File: src/tanh_pkg.sv
`default_nettype none

package tanh_pkg;

	// ##########################################################
	// widths and fixed-point formats
	// ##########################################################
	localparam int DATA_W = 18;             // Q8.10 sample
	localparam int FRAC_W = 10;
	localparam int COEF_W = 13;             // unsigned Q2.11
	localparam int ACC_W = 32;              // signed Q21
	localparam int INTERCEPT_SHIFT = 10;    // Q11 -> Q21
	localparam int ROUND_SHIFT = 11;        // Q21 -> Q10
	localparam int ADDEND_W = COEF_W + INTERCEPT_SHIFT;

	// ##########################################################
	// segmentation
	// ##########################################################
	localparam int SEG_COUNT = 32;
	localparam int SEG_IDX_W = $clog2(SEG_COUNT);
	localparam int SEG_SHIFT = 7;           // 0.125 per segment
	localparam int SAT_LIMIT = 4 << FRAC_W; // 4.0
	localparam int ONE_ACC = 1 << (FRAC_W + ROUND_SHIFT);

	// enabled edges from accepted input to o_valid
	localparam int PIPE_LATENCY = 7;

	// slope per segment in Q2.11
	localparam logic [COEF_W-1:0] SEG_SLOPE [SEG_COUNT] = '{
		13'b0011111110101, 13'b0011110110111, 13'b0011101000011, 13'b0011010100100,
		13'b0010111101011, 13'b0010100101000, 13'b0010001100111, 13'b0001110110001,
		13'b0001100001110, 13'b0001001111111, 13'b0001000000101, 13'b0000110011111,
		13'b0000101001011, 13'b0000100000111, 13'b0000011010000, 13'b0000010100100,
		13'b0000010000001, 13'b0000001100101, 13'b0000001001111, 13'b0000000111110,
		13'b0000000110000, 13'b0000000100110, 13'b0000000011101, 13'b0000000010111,
		13'b0000000010010, 13'b0000000001110, 13'b0000000001011, 13'b0000000001000,
		13'b0000000000111, 13'b0000000000101, 13'b0000000000100, 13'b0000000000011
	};

	// intercept per segment in Q2.11
	localparam logic [COEF_W-1:0] SEG_INTERCEPT [SEG_COUNT] = '{
		13'b0000000000000, 13'b0000000001000, 13'b0000000100101, 13'b0000001100000,
		13'b0000010111101, 13'b0000100110111, 13'b0000111001000, 13'b0001001100111,
		13'b0001100001010, 13'b0001110101011, 13'b0010001000011, 13'b0010011001111,
		13'b0010101001101, 13'b0010110111100, 13'b0011000011101, 13'b0011001101111,
		13'b0011010110101, 13'b0011011110000, 13'b0011100100001, 13'b0011101001010,
		13'b0011101101100, 13'b0011110001000, 13'b0011110011110, 13'b0011110110001,
		13'b0011111000000, 13'b0011111001101, 13'b0011111010111, 13'b0011111011111,
		13'b0011111100101, 13'b0011111101010, 13'b0011111101111, 13'b0011111110010
	};

endpackage

`default_nettype wire

File: src/pwl_mac_if.sv
`timescale 1ns/1ps
`default_nettype none

interface pwl_mac_if;

	logic valid;
	logic [tanh_pkg::DATA_W-1:0] mag;       // unsigned Q10
	logic [tanh_pkg::COEF_W-1:0] slope;
	logic [tanh_pkg::ADDEND_W-1:0] addend;  // already in Q21

	modport src (
		output valid,
		output mag,
		output slope,
		output addend
	);

	modport dst (
		input valid,
		input mag,
		input slope,
		input addend
	);

endinterface

`default_nettype wire

File: src/tanh_core.sv
`timescale 1ns/1ps
`default_nettype none

module tanh_core (
	input  logic clk,
	input  logic reset,
	input  logic i_valid,
	input  logic i_ready,
	input  logic [tanh_pkg::DATA_W-1:0] i_x,
	output logic o_valid,
	output logic o_ready,
	output logic [tanh_pkg::DATA_W-1:0] o_y
);

	logic in_valid_q;
	logic [tanh_pkg::DATA_W-1:0] x_q;
	logic mag_valid;
	logic [tanh_pkg::DATA_W-1:0] mag;
	logic mag_negative;
	logic negative_d1;
	logic negative_d2;
	logic acc_valid;
	logic signed [tanh_pkg::ACC_W-1:0] acc;
	logic signed [tanh_pkg::ACC_W-1:0] signed_acc;
	logic round_valid;
	logic signed [tanh_pkg::ACC_W-1:0] round_value;
	logic out_valid_q;
	logic [tanh_pkg::DATA_W-1:0] y_q;

	pwl_mac_if mac_bus ();

	// ##########################################################
	// input register and sign delay
	// ##########################################################
	always_ff @(posedge clk) begin
		if (reset) begin
			in_valid_q <= 1'b0;
			x_q <= '0;
			negative_d1 <= 1'b0;
			negative_d2 <= 1'b0;
		end else if (i_ready) begin
			in_valid_q <= i_valid;
			x_q <= i_x;
			negative_d1 <= mag_negative;   // lines up with the mac result
			negative_d2 <= negative_d1;
		end
	end

	tanh_magnitude u_magnitude (
		.clk        (clk),
		.reset      (reset),
		.i_enable   (i_ready),
		.i_valid    (in_valid_q),
		.i_x        (x_q),
		.o_valid    (mag_valid),
		.o_mag      (mag),
		.o_negative (mag_negative)
	);

	tanh_segment_select u_segment_select (
		.i_valid (mag_valid),
		.i_mag   (mag),
		.mac     (mac_bus)
	);

	tanh_mac u_mac (
		.clk      (clk),
		.reset    (reset),
		.i_enable (i_ready),
		.op       (mac_bus),
		.o_valid  (acc_valid),
		.o_acc    (acc)
	);

	// exact negation keeps tanh odd
	assign signed_acc = negative_d2 ? -acc : acc;

	tanh_round u_round (
		.clk      (clk),
		.reset    (reset),
		.i_enable (i_ready),
		.i_valid  (acc_valid),
		.i_acc    (signed_acc),
		.o_valid  (round_valid),
		.o_value  (round_value)
	);

	// ##########################################################
	// output register
	// ##########################################################
	always_ff @(posedge clk) begin
		if (reset) begin
			out_valid_q <= 1'b0;
			y_q <= '0;
		end else if (i_ready) begin
			out_valid_q <= round_valid;
			y_q <= round_value[tanh_pkg::DATA_W-1:0];   // back to Q8.10
		end
	end

	assign o_y = y_q;
	assign o_ready = i_ready;
	assign o_valid = out_valid_q & i_ready;

	// output value and the rounding stage feeding it both freeze
	assert property (@(posedge clk) disable iff (reset)
		!i_ready |=> $stable(y_q) && $stable(round_valid) && $stable(round_value))
		else $error("tanh_core: o_y or its source changed while i_ready low");

endmodule

`default_nettype wire

File: src/tanh_mac.sv
`timescale 1ns/1ps
`default_nettype none

module tanh_mac (
	input  logic clk,
	input  logic reset,
	input  logic i_enable,
	pwl_mac_if.dst op,
	output logic o_valid,
	output logic signed [tanh_pkg::ACC_W-1:0] o_acc
);

	logic op_valid_q;
	logic [tanh_pkg::DATA_W-1:0] mag_q;
	logic [tanh_pkg::COEF_W-1:0] slope_q;
	logic [tanh_pkg::ADDEND_W-1:0] addend_q;
	logic acc_valid_q;
	logic signed [tanh_pkg::ACC_W-1:0] acc_q;

	// ##########################################################
	// operand register
	// ##########################################################
	always_ff @(posedge clk) begin
		if (reset) begin
			op_valid_q <= 1'b0;
			mag_q <= '0;
			slope_q <= '0;
			addend_q <= '0;
		end else if (i_enable) begin
			op_valid_q <= op.valid;
			mag_q <= op.mag;
			slope_q <= op.slope;
			addend_q <= op.addend;
		end
	end

	// ##########################################################
	// product plus addend
	// ##########################################################
	always_ff @(posedge clk) begin
		if (reset) begin
			acc_valid_q <= 1'b0;
			acc_q <= '0;
		end else if (i_enable) begin
			acc_valid_q <= op_valid_q;
			acc_q <= tanh_pkg::ACC_W'(mag_q) * tanh_pkg::ACC_W'(slope_q)
				+ tanh_pkg::ACC_W'(addend_q);         // Q10 x Q11 -> Q21
		end
	end

	assign o_valid = acc_valid_q;
	assign o_acc = acc_q;

	assert property (@(posedge clk) disable iff (reset)
		o_valid |-> !$isunknown(o_acc))
		else $error("tanh_mac: o_acc unknown while o_valid high");

endmodule

`default_nettype wire

File: src/tanh_magnitude.sv
`timescale 1ns/1ps
`default_nettype none

module tanh_magnitude (
	input  logic clk,
	input  logic reset,
	input  logic i_enable,
	input  logic i_valid,
	input  logic [tanh_pkg::DATA_W-1:0] i_x,
	output logic o_valid,
	output logic [tanh_pkg::DATA_W-1:0] o_mag,
	output logic o_negative
);

	logic is_negative;
	logic [tanh_pkg::DATA_W-1:0] abs_x;
	logic valid_q;
	logic [tanh_pkg::DATA_W-1:0] mag_q;
	logic negative_q;

	assign is_negative = i_x[tanh_pkg::DATA_W-1];

	// most negative value maps to 2^17 as unsigned
	assign abs_x = is_negative ? -i_x : i_x;

	always_ff @(posedge clk) begin
		if (reset) begin
			valid_q <= 1'b0;
			mag_q <= '0;
			negative_q <= 1'b0;
		end else if (i_enable) begin
			valid_q <= i_valid;
			mag_q <= abs_x;
			negative_q <= is_negative;
		end
	end

	assign o_valid = valid_q;
	assign o_mag = mag_q;
	assign o_negative = negative_q;

endmodule

`default_nettype wire

File: src/tanh_round.sv
`timescale 1ns/1ps
`default_nettype none

module tanh_round (
	input  logic clk,
	input  logic reset,
	input  logic i_enable,
	input  logic i_valid,
	input  logic signed [tanh_pkg::ACC_W-1:0] i_acc,
	output logic o_valid,
	output logic signed [tanh_pkg::ACC_W-1:0] o_value
);

	logic stage_valid_q;
	logic signed [tanh_pkg::ACC_W-1:0] floor_q;
	logic signed [tanh_pkg::ACC_W-1:0] ceil_q;
	logic round_up_q;
	logic valid_q;
	logic signed [tanh_pkg::ACC_W-1:0] value_q;

	always_ff @(posedge clk) begin
		if (reset) begin
			stage_valid_q <= 1'b0;
			floor_q <= '0;
			ceil_q <= '0;
			round_up_q <= 1'b0;
			valid_q <= 1'b0;
			value_q <= '0;
		end else if (i_enable) begin
			stage_valid_q <= i_valid;
			floor_q <= i_acc >>> tanh_pkg::ROUND_SHIFT;
			ceil_q <= (i_acc >>> tanh_pkg::ROUND_SHIFT) + 1;
			round_up_q <= i_acc[tanh_pkg::ROUND_SHIFT-1];   // half lsb of Q10
			valid_q <= stage_valid_q;
			value_q <= round_up_q ? ceil_q : floor_q;
		end
	end

	assign o_valid = valid_q;
	assign o_value = value_q;

	// two enabled edges in a row carry i_valid through to o_valid
	assert property (@(posedge clk) disable iff (reset)
		$past(i_enable) && $past(i_enable, 2) && !$past(reset) && !$past(reset, 2)
		|-> o_valid == $past(i_valid, 2))
		else $error("tanh_round: o_valid does not follow i_valid by two edges");

endmodule

`default_nettype wire

File: src/tanh_segment_select.sv
`timescale 1ns/1ps
`default_nettype none

module tanh_segment_select (
	input  logic i_valid,
	input  logic [tanh_pkg::DATA_W-1:0] i_mag,
	pwl_mac_if.src mac
);

	logic saturate;
	logic [tanh_pkg::SEG_IDX_W-1:0] seg_idx;
	logic [tanh_pkg::COEF_W-1:0] seg_slope;
	logic [tanh_pkg::COEF_W-1:0] seg_intercept;

	assign saturate = i_mag >= tanh_pkg::SAT_LIMIT;

	// only meaningful below the saturation limit
	assign seg_idx = tanh_pkg::SEG_IDX_W'(i_mag >> tanh_pkg::SEG_SHIFT);

	assign seg_slope = tanh_pkg::SEG_SLOPE[seg_idx];
	assign seg_intercept = tanh_pkg::SEG_INTERCEPT[seg_idx];

	always_comb begin
		mac.valid = i_valid;
		mac.mag = i_mag;
		if (saturate) begin
			mac.slope = '0;                                   // flat at 1.0
			mac.addend = tanh_pkg::ADDEND_W'(tanh_pkg::ONE_ACC);
		end else begin
			mac.slope = seg_slope;
			mac.addend = tanh_pkg::ADDEND_W'(seg_intercept) << tanh_pkg::INTERCEPT_SHIFT;
		end
	end

endmodule

`default_nettype wire

File: src/tanh_top.sv
`timescale 1ns/1ps
`default_nettype none

module tanh_top (
	input  logic clk,
	input  logic reset,
	input  logic i_valid,
	input  logic i_ready,
	input  logic [tanh_pkg::DATA_W-1:0] i_x,
	output logic o_valid,
	output logic o_ready,
	output logic [tanh_pkg::DATA_W-1:0] o_y
);

	logic core_valid;
	logic core_ready;
	logic [tanh_pkg::DATA_W-1:0] core_y;

	tanh_core u_core (
		.clk     (clk),
		.reset   (reset),
		.i_valid (i_valid),
		.i_ready (i_ready),
		.i_x     (i_x),
		.o_valid (core_valid),
		.o_ready (core_ready),
		.o_y     (core_y)
	);

	assign o_valid = core_valid;
	assign o_ready = core_ready;
	assign o_y = core_y;

endmodule

`default_nettype wire

File: config.mk
export PLATFORM = sky130hd
export DESIGN_NAME = tanh_top
export DESIGN_NICKNAME = d
export VERILOG_FILES = /design/src/tanh_pkg.sv /design/src/pwl_mac_if.sv /design/src/tanh_core.sv /design/src/tanh_mac.sv /design/src/tanh_magnitude.sv /design/src/tanh_round.sv /design/src/tanh_segment_select.sv /design/src/tanh_top.sv
export SDC_FILE = /design/constraint.sdc
export NUM_CORES = 1
export LEC_CHECK = 0
export ABC_AREA = 1
export ABC_CLOCK_PERIOD_IN_PS = 5870
export BUFFER_PORTS_ARGS = -buffer_cell sky130_fd_sc_hd__buf_4
export CAP_MARGIN = 20
export CORE_MARGIN = 2
export CORE_UTILIZATION = 50
export CTS_CLUSTER_SIZE = 8
export DETAILED_ROUTE_END_ITERATION = 12
export PLACE_DENSITY = 0.76
export REMOVE_ABC_BUFFERS = 1
export SYNTH_ARGS = -nofsm -noshare
export SYNTH_HDL_FRONTEND = slang
export SYNTH_SLANG_ARGS = --single-unit
File: constraint.sdc
create_clock -name clk -period 5.87 [get_ports clk]
set_input_delay 0 -clock clk [delete_from_list [all_inputs] [get_ports clk]]
set_output_delay 0 -clock clk [all_outputs]
set_load 0.02 [all_outputs]
==> reports/results.tsv <==
metric	value	unit
area share of fa/ha/maj cells after synthesis	26.76	%
CTS buffer count	17	
post-synthesis register bit count	189	
Worst-Skew Late Latency	450	ps
xor and xnor area share after synthesis	1.170	%
Top Family by Delay on Critical Path	adder cells	
layout cells sized above 1	7.551	%
Final Skew	13.27	ps
PortBufs	41	
post-synthesis sequential area ratio	22.97	%
CP most frequent cell	inv_1	
NetSw	1223	uW
vias in the first global route	14520	
drt wl/cell	15.11	um
Int Pwr	2280	uW
Hold Vio Cnt, Final	0	
routed wire length	42100	um
CTS tree	done	
CP endpoint kind	flop	
pwr/cell area	194.7	nW/um^2
switch share	34.90	%
Worst EP required	6230	ps
Post-Synthesis Cells	2338	
initial antenna violation count	0	
Core Rows	66	
cells along the critical path	buf_4, nand2_1, inv_1, fa_1, inv_1, fa_1, inv_1, fa_1, fa_1, fa_1, inv_1, fa_1, inv_1, ha_1, a21oi_1, inv_1, a21oi_2, o21ai_0, a21oi_2, o21ai_0, a21oi_1, o21ai_0, nand2_1, inv_1	
crit share post-route	95.29	%
Worst-Margin Slew	1100	ps
Final min period	5594	ps
Main synth FF type	dfxtp_1	
worst path arrival time	5950	ps
Hold Path Class	in2reg	
slowest cell delay on critical path	540	ps
Reg power frac	42.6	%
clock share of power	34.0	%
Initial Util	50.75	%
crit path launch type	flop	
number of library cell types mapped by synthesis	43	
synthesized area per cell	7.044	um^2
yosys warns	0	
Chip Width	185.5	um
overall routing resource usage	25.59	%
post-route ant nets	0	
max cap viols	0	
HPWL after detailed placement	31950	um
Leakage Power	0.009685	uW
Die Area	34410	um^2
DRT Pass-1 Iters	5	
DR DRC count	0	
final core occ	55.45	%
largest family of logic cells by synthesized area	adder cells	
CTS clock-pin slew for the worst setup and hold paths	80	ps
number of flops mapped to enable cells by yosys	0	
IO Pins	42	
FILL cells	3038	
mux contribution to synthesized area	0	%
crit path max fanout	13	
# nets final	2611	
clock buffer depth	2	
f_max	178.8	MHz
area share of and/or/nand/nor cells after synthesis	22.78	%
CTS sink cnt	189	
core area	32450	um^2
Slew Limit Headroom	26.37	%
first-pass GRT wire length	70490	um
post-synth top area cell	dfxtp_1	
area of the multi-input gates	10440	um^2
critical path class	reg2reg	
Compound-Gate Fraction of Synth Area	12.45	%
Area Growth Syn to Fin	9.261	%
grt ovf	0	
Place WS	-18.50	ps
Yosys top cell area share	22.97	%
Peak supply drop	0.1943	mV
Root Driver	clkbuf_16	
Final Max Tran Viols	0	
Reg area	3816	um^2
Slowest-stage cell, CP	fa_1	
# diodes	0	
top post-synthesis cells by area	dfxtp_1 23%, fa_1 19%, nand2_1 12%, inv_1 11%, ha_1 7.7%	
combinational group share of total power	23.4	%
Vias/cell	5.252	
initial DRC count	979	
Crit path buffers/inverters	8	
pin count of the biggest net entering global routing	97	
die height	185.5	um
GPL Wtd Cong	0.9301	
H-Tree Depth	4	
Final WS setup	276.4	ps
status	completed	
Via Count	14630	
Post-Syn Area	16470	um^2
final setup fails	0	
post-synthesis async set-or-reset flop share	0	%
-- logic make-up (layout without fill, tap and decap cells) --
group	Yosys count	count (layout)
xor gates and xnor gates	22	22
buffers and inverters	601	607
and+or+nand+nor	906	906
AOI/OAI and AO/OA	362	362
DFF	189	189
adders and majority gates	258	258
-- layer usage --
metal	vias up	global-route usage (%)	routed length, um
met4	0	8.825	1115
met1	6914	31.65	18010
met3	96	3.874	2320
li1	7179	-	-
met2	444	45.36	20660
met5	-	0	0
-- what timing repair did --
item                                    4_1_cts  5_1_grt
hold buffers                                 19        0
buffers inserted                              0        1
endpoints found under the setup margin        3       11
endpoints found under the hold margin        19        0
resized for setup                             4       31
-- cell type report --
class	instances	share of cell area [%]
Clock inverter	14	0.9456
Clock buffer	18	2.385
Multi-Input combinational cell	1548	58.04
Sequential cell	189	21.21
Timing Repair Buffer	90	4.200
Inverter	485	10.15
Tap cell	442	3.073
-- registers in the layout, indices dropped and copies added (netlist names), 11 cells and up --
name / count
u_core.o_y: 18
u_core.u_mac.addend_q: 12
u_core.u_mac.mag_q: 18
u_core.u_mac.o_acc: 29
u_core.u_mac.slope_q: 11
u_core.u_magnitude.o_mag: 18
u_core.u_round.ceil_q: 18
u_core.u_round.floor_q: 18
u_core.u_round.o_value: 18
u_core.x_q: 18
-- per-stage QoR --
stage / area (um^2) / power (uW) / cells / hold slack [ps] / setup TNS, ps
after global routing: 17990 / 3692 / 2786 / 147.3 / -5.832
after CTS: 17910 / 3508 / 2785 / 89.76 / 0
after floorplan: 16010 / 2046 / 2222 / 0 / 0
after detailed placement: 17120 / 2319 / 2734 / 228.1 / -33.53
after global placement: 17120 / 2299 / 2734 / 220.4 / -9.138
final: 17990 / 3503 / 2786 / 92.23 / 0
-- worst paths after layout --
check                                                   from                                         end  slack, ps  cells past startpoint
setup / recovery        u_core.u_mac.slope_q[1]$_SDFFE_PP0P_         u_core.u_mac.o_acc[27]$_SDFFE_PP0P_        280                     24
hold / removal                                       i_ready          u_core.u_mac.o_acc[6]$_SDFFE_PP0P_         90                      2
setup reg to reg        u_core.u_mac.slope_q[1]$_SDFFE_PP0P_         u_core.u_mac.o_acc[27]$_SDFFE_PP0P_        280                     24
hold reg to reg   u_core.u_magnitude.o_negative$_SDFFE_PP0P_  u_core.u_magnitude.o_negative$_SDFFE_PP0P_        470                      2
-- Yosys cell counts (all sizes together) (5+ instances only) --
master and instances:
o21ai 165, clkinv 5, a21oi 110, ha 101, nor2 246, buf 22
nand4 19, or2 10, o311ai 5, o211ai 35, inv 480, dfxtp 189
xor2 12, a31oi 9, xnor2 10, nor3 15, fa 157, clkbuf 94
nand3 88, o221ai 12, nand2 526
-- placed cells by master (no fill, tap or decap), types with 11 or more instances in the layout --
master         count
nor3_1            15
o221ai_1          12
dfxtp_1          173
fa_1             157
buf_4             67
a21oi_1          104
clkbuf_16         17
ha_1             101
nand3_1           88
inv_1            473
dfxtp_2           11
dlygate4sd3_1     19
o21ai_0          157
nand2_2           12
nor2_1           234
xor2_1            12
o211ai_1          35
nand4_1           19
nand2_1          508
-- power by group through the flow --
stage               Combinational (uW)  Sequential (uW)  Clock, uW
finish                             821             1490       1190
global route                       939             1500       1250
CTS                                818             1490       1200
detailed placement                 803             1520          0
global placement                   786             1510          0
floorplan                          547             1500          0
-- worst register-to-register path: stages, from the launching register on --
cell	delay, ps
dfxtp_1	300
buf_4	180
nand2_1	80
inv_1	50
fa_1	490
inv_1	60
fa_1	530
inv_1	60
fa_1	520
fa_1	440
fa_1	540
inv_1	50
fa_1	530
inv_1	40
ha_1	360
a21oi_1	160
inv_1	90
a21oi_2	170
o21ai_0	130
a21oi_2	210
o21ai_0	150
a21oi_1	150
o21ai_0	110
nand2_1	70
inv_1	40
No activity file was read; power rests on OpenSTA's default activity.
